**config.mk**
```make
export PLATFORM = sky130hd
export DESIGN_NAME = decode_stage
export DESIGN_NICKNAME = d
export VERILOG_FILES = /design/src/source/decode_flow_pkg.sv /design/src/source/rv_isa_pkg.sv /design/src/source/decode_stage.sv /design/src/source/gpr_file.sv /design/src/source/instr_align.sv /design/src/source/riscv_decoder_gpr.sv
export VERILOG_INCLUDE_DIRS = /design/src /design/src/include
export SDC_FILE = /design/constraint.sdc
export NUM_CORES = 2
export LEC_CHECK = 0
export ABC_AREA = 1
export BUFFER_PORTS_ARGS = -buffer_cell sky130_fd_sc_hd__clkbuf_2
export CELL_PAD_IN_SITES_DETAIL_PLACEMENT = 2
export CELL_PAD_IN_SITES_GLOBAL_PLACEMENT = 2
export CORE_ASPECT_RATIO = 2
export CORE_MARGIN = 2
export CORE_UTILIZATION = 39
export CTS_BUF_LIST = sky130_fd_sc_hd__clkbuf_4 sky130_fd_sc_hd__clkbuf_8 sky130_fd_sc_hd__clkbuf_16
export DETAILED_ROUTE_END_ITERATION = 16
export GPL_TIMING_DRIVEN = 0
export PLACE_DENSITY = 0.94
export SYNTH_ARGS = -nofsm -noshare
export SYNTH_HDL_FRONTEND = slang
export SYNTH_SLANG_ARGS = --single-unit
```
**constraint.sdc**
```tcl
create_clock -name clk -period 8.29 [get_ports clk]
set_input_delay 2.0725 -clock clk [delete_from_list [all_inputs] [get_ports clk]]
set_output_delay 2.0725 -clock clk [all_outputs]
set_load 0.05 [all_outputs]
```
**src/include/rvc_opcodes.svh**
```systemverilog
// RVC match patterns for the GPR decoder
// each macro is a casez pattern over the low 16 bits of an instruction
`ifndef RVC_OPCODES_SVH
`define RVC_OPCODES_SVH

// quadrant 0
`define C_ADDI4SPN 16'b000_????????_???_00
`define C_LW       16'b010_???_???_??_???_00
`define C_SW       16'b110_???_???_??_???_00

// quadrant 1
// C_NOP must be matched before C_ADDI, C_ADDI16SP before C_LUI
`define C_NOP      16'b000_?_00000_?????_01
`define C_ADDI     16'b000_?_?????_?????_01
`define C_JAL      16'b001_???????????_01
`define C_LI       16'b010_?_?????_?????_01
`define C_ADDI16SP 16'b011_?_00010_?????_01
`define C_LUI      16'b011_?_?????_?????_01
`define C_SRLI     16'b100_?_00_???_?????_01
`define C_SRAI     16'b100_?_01_???_?????_01
`define C_ANDI     16'b100_?_10_???_?????_01
`define C_SUB      16'b100_0_11_???_00_???_01
`define C_XOR      16'b100_0_11_???_01_???_01
`define C_OR       16'b100_0_11_???_10_???_01
`define C_AND      16'b100_0_11_???_11_???_01
`define C_J        16'b101_???????????_01
`define C_BEQZ     16'b110_???_???_?????_01
`define C_BNEZ     16'b111_???_???_?????_01

// quadrant 2
// JR before MV, EBREAK before JALR, JALR before ADD
`define C_SLLI     16'b000_?_?????_?????_10
`define C_LWSP     16'b010_?_?????_?????_10
`define C_JR       16'b100_0_?????_00000_10
`define C_MV       16'b100_0_?????_?????_10
`define C_EBREAK   16'b100_1_00000_00000_10
`define C_JALR     16'b100_1_?????_00000_10
`define C_ADD      16'b100_1_?????_?????_10
`define C_SWSP     16'b110_??????_?????_10

`endif

```
**src/source/decode_flow_pkg.sv**
```systemverilog
// flow control sizes for the decode stage
// fetch side and downstream side both run on credits
package decode_flow_pkg;

  // fetch buffer depth, also the credits upstream holds after reset
  localparam int fetch_credits = 2;

  // credits the stage may spend downstream after reset
  localparam int out_credits = 4;

  // must hold out_credits without wrapping
  typedef logic [2:0] credit_t;

endpackage

```
**src/source/rv_isa_pkg.sv**
```systemverilog
// RV32 ISA types and fixed register numbers
package rv_isa_pkg;

  typedef logic [31:0] instr_t;    // compressed forms sit in 15:0, upper half zero
  typedef logic [15:0] half_t;
  typedef logic [4:0]  reg_addr_t;
  typedef logic [31:0] xlen_t;

  // implicit registers of the compressed forms
  localparam reg_addr_t reg_x0 = 5'd0;
  localparam reg_addr_t reg_ra = 5'd1;  // link register
  localparam reg_addr_t reg_sp = 5'd2;  // stack pointer

  localparam int num_gprs = 32;

endpackage
```
**src/source/decode_stage.sv**
```systemverilog
// RV32IC decode stage, register address part
// aligns fetch words, decodes GPR addresses, reads operands, issues on credits
`timescale 1ns/1ps

module decode_stage (
  input  logic                  clk,
  input  logic                  rst_n,
  input  logic                  fetch_valid,
  input  rv_isa_pkg::instr_t    fetch_word,
  output logic                  fetch_credit,
  input  logic                  out_credit,
  output logic                  out_valid,
  output rv_isa_pkg::instr_t    out_instr,
  output logic                  out_compressed,
  output rv_isa_pkg::reg_addr_t out_rd,
  output rv_isa_pkg::reg_addr_t out_rs1,
  output rv_isa_pkg::reg_addr_t out_rs2,
  output rv_isa_pkg::xlen_t     out_rs1_data,
  output rv_isa_pkg::xlen_t     out_rs2_data,
  input  logic                  wb_en,
  input  rv_isa_pkg::reg_addr_t wb_addr,
  input  rv_isa_pkg::xlen_t     wb_data
);
  import rv_isa_pkg::*;
  import decode_flow_pkg::*;

  logic      al_valid;
  logic      al_issue;
  logic      al_compressed;
  instr_t    al_instr;
  reg_addr_t dec_rd;
  reg_addr_t dec_rs1;
  reg_addr_t dec_rs2;
  xlen_t     rs1_data;
  xlen_t     rs2_data;
  credit_t   credit_q;

  instr_align align0 (
    .clk           (clk),
    .rst_n         (rst_n),
    .fetch_valid   (fetch_valid),
    .fetch_word    (fetch_word),
    .al_issue      (al_issue),
    .fetch_credit  (fetch_credit),
    .al_valid      (al_valid),
    .al_instr      (al_instr),
    .al_compressed (al_compressed)
  );

  riscv_decoder_gpr gpr_dec0 (
    .instr      (al_instr),
    .compressed (al_compressed),
    .rd_addr    (dec_rd),
    .rs1_addr   (dec_rs1),
    .rs2_addr   (dec_rs2)
  );

  gpr_file gpr0 (
    .clk      (clk),
    .rst_n    (rst_n),
    .rs1_addr (dec_rs1),
    .rs2_addr (dec_rs2),
    .rs1_data (rs1_data),
    .rs2_data (rs2_data),
    .wb_en    (wb_en),
    .wb_addr  (wb_addr),
    .wb_data  (wb_data)
  );

  assign al_issue = al_valid && (credit_q != '0);

  // taken at issue, so the count already covers the out_valid of the next cycle
  always_ff @(posedge clk or negedge rst_n) begin
    if (!rst_n) begin
      credit_q  <= credit_t'(out_credits);
      out_valid <= 1'b0;
    end else begin
      credit_q  <= credit_q + credit_t'(out_credit) - credit_t'(al_issue);
      out_valid <= al_issue;  // one cycle per issue
    end
  end

  always_ff @(posedge clk) begin
    if (al_issue) begin
      out_instr      <= al_instr;
      out_compressed <= al_compressed;
      out_rd         <= dec_rd;
      out_rs1        <= dec_rs1;
      out_rs2        <= dec_rs2;
      out_rs1_data   <= rs1_data;
      out_rs2_data   <= rs2_data;
    end
  end

endmodule

```
**src/source/gpr_file.sv**
```systemverilog
// 32 x 32 integer register file
// two read ports with write bypass, one write port, x0 reads as zero
`timescale 1ns/1ps

module gpr_file (
  input  logic                  clk,
  input  logic                  rst_n,
  input  rv_isa_pkg::reg_addr_t rs1_addr,
  input  rv_isa_pkg::reg_addr_t rs2_addr,
  output rv_isa_pkg::xlen_t     rs1_data,
  output rv_isa_pkg::xlen_t     rs2_data,
  input  logic                  wb_en,
  input  rv_isa_pkg::reg_addr_t wb_addr,
  input  rv_isa_pkg::xlen_t     wb_data
);
  import rv_isa_pkg::*;

  xlen_t regs_q [num_gprs];
  logic  wr_ok;

  assign wr_ok = wb_en && (wb_addr != reg_x0);  // entry 0 never written

  always_ff @(posedge clk or negedge rst_n) begin
    if (!rst_n) begin
      for (int r = 0; r < num_gprs; r++) begin
        regs_q[r] <= '0;
      end
    end else if (wr_ok) begin
      regs_q[wb_addr] <= wb_data;
    end
  end

  // same-cycle write wins over the stored value
  assign rs1_data = (wr_ok && (wb_addr == rs1_addr)) ? wb_data : regs_q[rs1_addr];
  assign rs2_data = (wr_ok && (wb_addr == rs2_addr)) ? wb_data : regs_q[rs2_addr];

endmodule

```
**src/source/instr_align.sv**
```systemverilog
// instruction aligner for RV32IC fetch words
// splits a two-word buffer into 16/32-bit instructions, returns a credit per freed word
`timescale 1ns/1ps

module instr_align (
  input  logic               clk,
  input  logic               rst_n,
  input  logic               fetch_valid,
  input  rv_isa_pkg::instr_t fetch_word,
  input  logic               al_issue,
  output logic               fetch_credit,
  output logic               al_valid,
  output rv_isa_pkg::instr_t al_instr,
  output logic               al_compressed
);
  import rv_isa_pkg::*;
  import decode_flow_pkg::*;

  instr_t     words_q [fetch_credits];
  logic       rd_ptr_q;
  logic       wr_ptr_q;
  logic       nxt_ptr;
  logic [1:0] count_q;
  logic       carry_q;  // next instr starts in upper half of head

  instr_t     head_word;
  instr_t     next_word;
  half_t      first_half;
  logic       is_comp;
  logic       buf_full;
  logic       pop;
  logic       issue_pop;

  assign nxt_ptr   = rd_ptr_q + 1'b1;
  assign head_word = words_q[rd_ptr_q];
  assign next_word = words_q[nxt_ptr];
  assign buf_full  = (count_q == 2'(fetch_credits));

  assign first_half = carry_q ? head_word[31:16] : head_word[15:0];
  assign is_comp    = (first_half[1:0] != 2'b11);

  // a 32-bit instr starting in the upper half needs the next word too
  assign al_valid = (count_q != 2'd0) && (is_comp || !carry_q || buf_full);

  always_comb begin
    if (is_comp) begin
      al_instr = {16'h0000, first_half};
    end else if (carry_q) begin
      al_instr = {next_word[15:0], head_word[31:16]};  // straddles two words
    end else begin
      al_instr = head_word;
    end
  end

  assign al_compressed = is_comp;

  // head word is done unless a 16-bit instr leaves its upper half
  assign pop       = carry_q | ~is_comp;
  assign issue_pop = al_issue && pop;

  always_ff @(posedge clk) begin
    if (fetch_valid) begin
      words_q[wr_ptr_q] <= fetch_word;
    end
  end

  always_ff @(posedge clk or negedge rst_n) begin
    if (!rst_n) begin
      rd_ptr_q     <= 1'b0;
      wr_ptr_q     <= 1'b0;
      count_q      <= 2'd0;
      carry_q      <= 1'b0;
      fetch_credit <= 1'b0;
    end else begin
      fetch_credit <= issue_pop;  // one pulse per freed word
      if (fetch_valid) begin
        wr_ptr_q <= wr_ptr_q + 1'b1;
      end
      if (al_issue) begin
        carry_q <= carry_q ^ is_comp;  // advance one or two halfwords
      end
      if (issue_pop) begin
        rd_ptr_q <= nxt_ptr;
      end
      count_q <= count_q + 2'(fetch_valid) - 2'(issue_pop);
    end
  end

endmodule

```
**src/source/riscv_decoder_gpr.sv**
```systemverilog
// RV32IC register address decode
// gives rd/rs1/rs2 for full and compressed instructions, implicit registers included
`timescale 1ns/1ps
`include "rvc_opcodes.svh"

module riscv_decoder_gpr (
  input  rv_isa_pkg::instr_t    instr,
  input  logic                  compressed,
  output rv_isa_pkg::reg_addr_t rd_addr,
  output rv_isa_pkg::reg_addr_t rs1_addr,
  output rv_isa_pkg::reg_addr_t rs2_addr
);
  import rv_isa_pkg::*;

  half_t     c_i;
  reg_addr_t c_rd;    // full 5-bit field at 11:7
  reg_addr_t c_rs2;   // full 5-bit field at 6:2
  reg_addr_t c_rs1p;  // x8..x15 from 9:7
  reg_addr_t c_rs2p;  // x8..x15 from 4:2

  assign c_i    = instr[15:0];
  assign c_rd   = c_i[11:7];
  assign c_rs2  = c_i[6:2];
  assign c_rs1p = {2'b01, c_i[9:7]};
  assign c_rs2p = {2'b01, c_i[4:2]};

  always_comb begin
    rd_addr  = instr[11:7];
    rs1_addr = instr[19:15];
    rs2_addr = instr[24:20];
    if (compressed) begin
      // fields a form does not use read as x0
      rd_addr  = reg_x0;
      rs1_addr = reg_x0;
      rs2_addr = reg_x0;
      casez (c_i)
        `C_ADDI4SPN: begin
          rd_addr  = c_rs2p;
          rs1_addr = reg_sp;
        end
        `C_LW: begin
          rd_addr  = c_rs2p;
          rs1_addr = c_rs1p;
        end
        `C_SW: begin
          rs1_addr = c_rs1p;
          rs2_addr = c_rs2p;
        end
        `C_NOP: begin
        end
        `C_ADDI: begin
          rd_addr  = c_rd;
          rs1_addr = c_rd;
        end
        `C_JAL: rd_addr = reg_ra;
        `C_LI: rd_addr = c_rd;  // rs1 is x0
        `C_ADDI16SP: begin
          rd_addr  = reg_sp;
          rs1_addr = reg_sp;
        end
        `C_LUI: rd_addr = c_rd;
        `C_SRLI, `C_SRAI, `C_ANDI: begin
          rd_addr  = c_rs1p;
          rs1_addr = c_rs1p;
        end
        `C_SUB, `C_XOR, `C_OR, `C_AND: begin
          rd_addr  = c_rs1p;
          rs1_addr = c_rs1p;
          rs2_addr = c_rs2p;
        end
        `C_J: begin
        end
        `C_BEQZ, `C_BNEZ: rs1_addr = c_rs1p;  // compared against x0
        `C_SLLI: begin
          rd_addr  = c_rd;
          rs1_addr = c_rd;
        end
        `C_LWSP: begin
          rd_addr  = c_rd;
          rs1_addr = reg_sp;
        end
        `C_JR: rs1_addr = c_rd;
        `C_MV: begin
          rd_addr  = c_rd;
          rs2_addr = c_rs2;
        end
        `C_EBREAK: begin
        end
        `C_JALR: begin
          rd_addr  = reg_ra;
          rs1_addr = c_rd;
        end
        `C_ADD: begin
          rd_addr  = c_rd;
          rs1_addr = c_rd;
          rs2_addr = c_rs2;
        end
        `C_SWSP: begin
          rs1_addr = reg_sp;
          rs2_addr = c_rs2;
        end
        default: begin
        end
      endcase
    end
  end

endmodule

```
==> metrics, run 1 <==
top-area cell type share of the netlist area 0.373; flops & latches, synth approximately 1200; status stopped before the end; largest net degree at the start of global routing 97; I/O Buffers around 180; DIE HEIGHT approximately 600 um; Synth Cell Area around 69000 um^2; Mapped Nets between 9000 and 10000; ys flop type dfrtp_1; Mapped Cells ~9900; stop err [ERROR GRT-0116] Global routing finished with congestion. Check the congestion regions in the DRC Viewer.; EDFF count, synth between 150 and 200; clock buffer depth 3; IO Pins roughly 190; Starting Density 0.393; GRT overflow 68; cell taking the most area after synthesis dfrtp_1; Total GRT Usage 0.673; sequential share of the synthesized area 0.450; num rows ~220; Clock Sinks around 1200; post-detail-place hpwl 403000 um; H-tree Lvls 3; failing step global routing (5_1_grt); # Post-CTS Setup Buffers 0; hold_buf cts 0; CTS Root Cell clkbuf_16; Die Width 302 um; CTS Buf Count ~120; GPL Wtd Cong 1.15; number of global-route vias before repair 97901; CTS resizes 0; Async SR Flop Fraction 0.855; global-route wire length before repair around 850000 um; ranking of synthesized cells by area dfrtp_1 37%, nand2_1 17%, nand3_1 15%, o21ai_0 8.6%, edfxtp_1 7.6%; Mean Syn Cell Area about 7.0 um^2; Synthesis Warnings 0; number of library cell types mapped by synthesis 45
through the flow:
step	instances	cell area (um^2)	util	setup slack, ns	hold WS [ns]
global placement	12358	73100	0.414	-21.91	0.440
floorplan	9866	69300	-	3.25	0.429
CTS	12604	77900	0.441	1.25	0.467
detailed placement	12378	73700	0.417	1.42	0.451
per-layer routing:
layer  global-route usage  GRT overflow
met5                0.113             0
met4                0.708            31
met3                0.436             1
met2                0.910            36
met1                0.655             0
Yosys cell counts (3+ instances only):
library cell	n
ha_1	6
nand4_1	6
o21ai_0	1185
o21ai_1	200
o22ai_1	6
nor2_1	99
buf_2	281
buf_4	29
or2_2	8
nand2_2	14
a21oi_1	71
buf_6	22
o211ai_1	36
edfxtp_1	176
and2_1	4
nor3_1	15
nand3b_1	3
nand2_4	3
dfrtp_1	1033
buf_1	69
xnor2_1	4
nor2_2	5
nand3_1	2120
inv_1	888
nor2_4	3
clkbuf_1	444
nand2_1	3075
or2_0	20
xor2_1	4
inv_2	16
cell families after synthesis:
family,synth area share
DFF,0.450
AOI/OAI and AO/OA,0.111
adders and majority gates,0.00137
buffers and inverters,0.104
xor gates and xnor gates,0.00101
and+or+nand+nor,0.333
==> run 2: changes to the inputs <==
--- a/config.mk
+++ b/config.mk
@@ -8,15 +8,11 @@
 export LEC_CHECK = 0
 export ABC_AREA = 1
 export BUFFER_PORTS_ARGS = -buffer_cell sky130_fd_sc_hd__clkbuf_2
-export CELL_PAD_IN_SITES_DETAIL_PLACEMENT = 2
-export CELL_PAD_IN_SITES_GLOBAL_PLACEMENT = 2
-export CORE_ASPECT_RATIO = 2
 export CORE_MARGIN = 2
-export CORE_UTILIZATION = 39
-export CTS_BUF_LIST = sky130_fd_sc_hd__clkbuf_4 sky130_fd_sc_hd__clkbuf_8 sky130_fd_sc_hd__clkbuf_16
+export CORE_UTILIZATION = 24
 export DETAILED_ROUTE_END_ITERATION = 16
 export GPL_TIMING_DRIVEN = 0
-export PLACE_DENSITY = 0.94
+export PLACE_DENSITY_LB_ADDON = 0.15
 export SYNTH_ARGS = -nofsm -noshare
 export SYNTH_HDL_FRONTEND = slang
 export SYNTH_SLANG_ARGS = --single-unit
==> run 2 against run 1 <==
Compared with the run above: the flow now finishes, with violations (max-capacitance violations, max-slew violations); synthesized area stayed put; synthesized cell count stayed put.
==> metrics, run 2 <==
drt via density 5.45; largest net degree at the start of global routing between 100 and 150; # DRC 0; crit path launch type flip-flop; initial antenna violation count 81; I/O Buffers 182 (unchanged); Mean Syn Cell Area 7.02 um^2 (unchanged); Clock Sinks 1210 (unchanged); fin crit period roughly 6.7 ns; commonest non-fill, non-tap cell in the layout nand2_1; Clock Latency Late Sink between 0.8 and 0.9 ns; CTS tree yes; Hold WS 0.455 ns; final hold viol count 0; Synthesis Warnings 0 (unchanged); # Post-CTS Setup Buffers 0 (unchanged); fmax about 0.15 GHz; most frequent cell after synthesis nand2_1; Clock Skew about 0.05 ns; Mapped Cells 9866 (unchanged); Reg with most FFs gpr0.regs_q; EDFF count, synth 176 (unchanged); First-pass DRT Iterations 9; flops & latches, synth 1210 (unchanged); Synth Cell Area 69300 um^2 (unchanged); total wire length roughly 490000 um; largest registers gpr0.regs_q (1024), align0.words_q (64); top-area cell type share of the netlist area 0.373 (unchanged); Final setup viols 0; Avg WL per Cell ~35 um; CTS Buf Count 164 (+38%); DIE HEIGHT 541 um (-9.8%); max FFs per register 1024; mux cell area share after synthesis 0 (unchanged); num rows 197 (-9.6%); IO Pins 188 (unchanged); Async SR Flop Fraction 0.855 (unchanged); setup TNS 0 ns; Synth Area in Adders 0.00137 (unchanged); Post-synth top cells 3075 x nand2_1, 2120 x nand3_1, 1185 x o21ai_0, 1033 x dfrtp_1, 888 x inv_1; cell taking the most area after synthesis dfrtp_1; largest family of logic cells by synthesized area simple AND/OR/NAND/NOR gates; failing checks max-capacitance violations, max-slew violations; status complete, but fails checks; Mapped Nets 9947 (unchanged); period utilization 0.809; Die Width 541 um (+79%); Least-Margin Pin Slew ~1.7 ns; PnR worst setup slack between 1.5 and 2 ns; hold_buf cts 0 (unchanged); compound-gate portion of the synthesized area 0.111 (unchanged); global-route wire length before repair between 600000 and 700000 um; ys flop type dfrtp_1; ranking of synthesized cells by area dfrtp_1 37%, nand2_1 17%, nand3_1 15%, o21ai_0 8.6%, edfxtp_1 7.6%; GRT overflow 0; Total GRT Usage 0.326; clk slew on worst S/H paths approximately 0.050 ns; CTS Root Cell clkbuf_16; Place WS 1.80 ns (+0.378 ns); CP Capture Type flip-flop; Syn-to-layout area delta 16.9%; layout cell share with drive strength beyond 1 0.0844; Final #Nets 10318; Placeable Area about 290000 um^2; critical path fanouts, max 10; slew margin rel. -0.105; number of global-route vias before repair just over 70000; Starting Density 0.241 (-0.152); xor/xnor share of the synthesized area 0.00101 (unchanged); min-delay worst type reg -> reg; post-detail-place hpwl 383000 um (-5.0%); CTS resizes 0 (unchanged); number of library cell types mapped by synthesis 45 (unchanged); RSZ-0062 raised after global routing false; first-iteration detailed-routing DRC count 11391; most frequent cells in the layout 3075 x nand2_1, 2120 x nand3_1, 1185 x o21ai_0, 1033 x dfrtp_1, 886 x inv_1; sequential share of the synthesized area 0.450 (unchanged); full die area roughly 290000 um^2; post-layout util 0.282; DR vias between 70000 and 80000; simple-gate area share of the yosys netlist 0.333 (unchanged); Routed Antenna Nets 0; clock buffer depth 4 (+1); critical path required time a little under 9 ns; max capacitance violation total 17; CP Class reg -> reg; WP data arrival 7.26 ns; Final Max Slew Viols around 150; H-tree Lvls 4 (+1); GPL Wtd Cong 1.04 (-9.2%)
run 2: cell counts after synthesis:
No cell type changed its count.
run 2: logic make-up after synthesis:
logic type	Yosys count
adders and majority gates	7
AOI/OAI and AO/OA	1512
and+or+nand+nor	5377
DFF	1210
buffers and inverters	1752
xor gates and xnor gates	8
run 2: worst paths after layout:
| path | startpoint | end | cells after the start | slack, ns |
|---|---|---|---|---|
| min in group asynchronous | rst_n | gpr0.regs_q[378] | 2 | 1.30 |
| max | align0.carry_q | out_rs2_data[18] | 21 | 1.58 |
| max in group asynchronous | rst_n | gpr0.regs_q[870] | 6 | 4.76 |
| min | gpr0.regs_q[996] | gpr0.regs_q[996] | 1 | 0.46 |
| min reg2reg | gpr0.regs_q[996] | gpr0.regs_q[996] | 1 | 0.46 |
| max reg2reg | align0.carry_q | out_rs2_data[18] | 21 | 1.58 |
run 2: cell type report:
cell class	count	area, um^2
Timing Repair Buffer	205	1450
Antenna cell	34	85.1
Buffer	845	3820
Fill cell	31915	207000
Clock inverter	81	880
Sequential cell	1210	31200
Inverter	907	3410
Clock buffer	215	4520
Multi-Input combinational cell	6904	31000
Tap cell	3781	4730
run 2: metal layers:
| layer | global-route usage | up-vias | part of all wire |
|---|---|---|---|
| met5 | 0.000329 | - | 0.00045 |
| met4 | 0.211 | 24 | 0.074 |
| met3 | 0.0862 | 1043 | 0.098 |
| met2 | 0.474 | 4791 | 0.42 |
| met1 | 0.424 | 38529 | 0.41 |
| li1 | - | 32887 | - |
run 2: metrics by stage:
step,cell area [um^2],cells
2_1_floorplan,69300,9866
3_5_place_dp,75500,13850
6_report,81000,14182
5_1_grt,80900,14150
4_1_cts,80900,14146
3_3_place_gp,74900,13829
run 2: worst max-delay path: stages (launching register included):
cell	delay, ns
dfrtp_1	0.44
buf_2	0.31
buf_2	0.31
nand3_1	0.12
nand2_1	0.21
nand2_2	0.11
nor2_4	0.15
nand2_1	0.08
nor2_1	0.22
nor2_2	0.11
nand2_4	0.12
nand2_2	0.08
nand3_1	0.08
nand2_1	0.07
a21oi_2	0.36
buf_2	0.83
clkbuf_1	1.06
nand3_1	0.59
nand3_1	0.36
nand3_1	0.30
nand3_1	0.18
nand2_1	0.22
Power of run 2 is not shown: default switching activity piles up to over one toggle a cycle in this logic, so the estimate is an artifact.
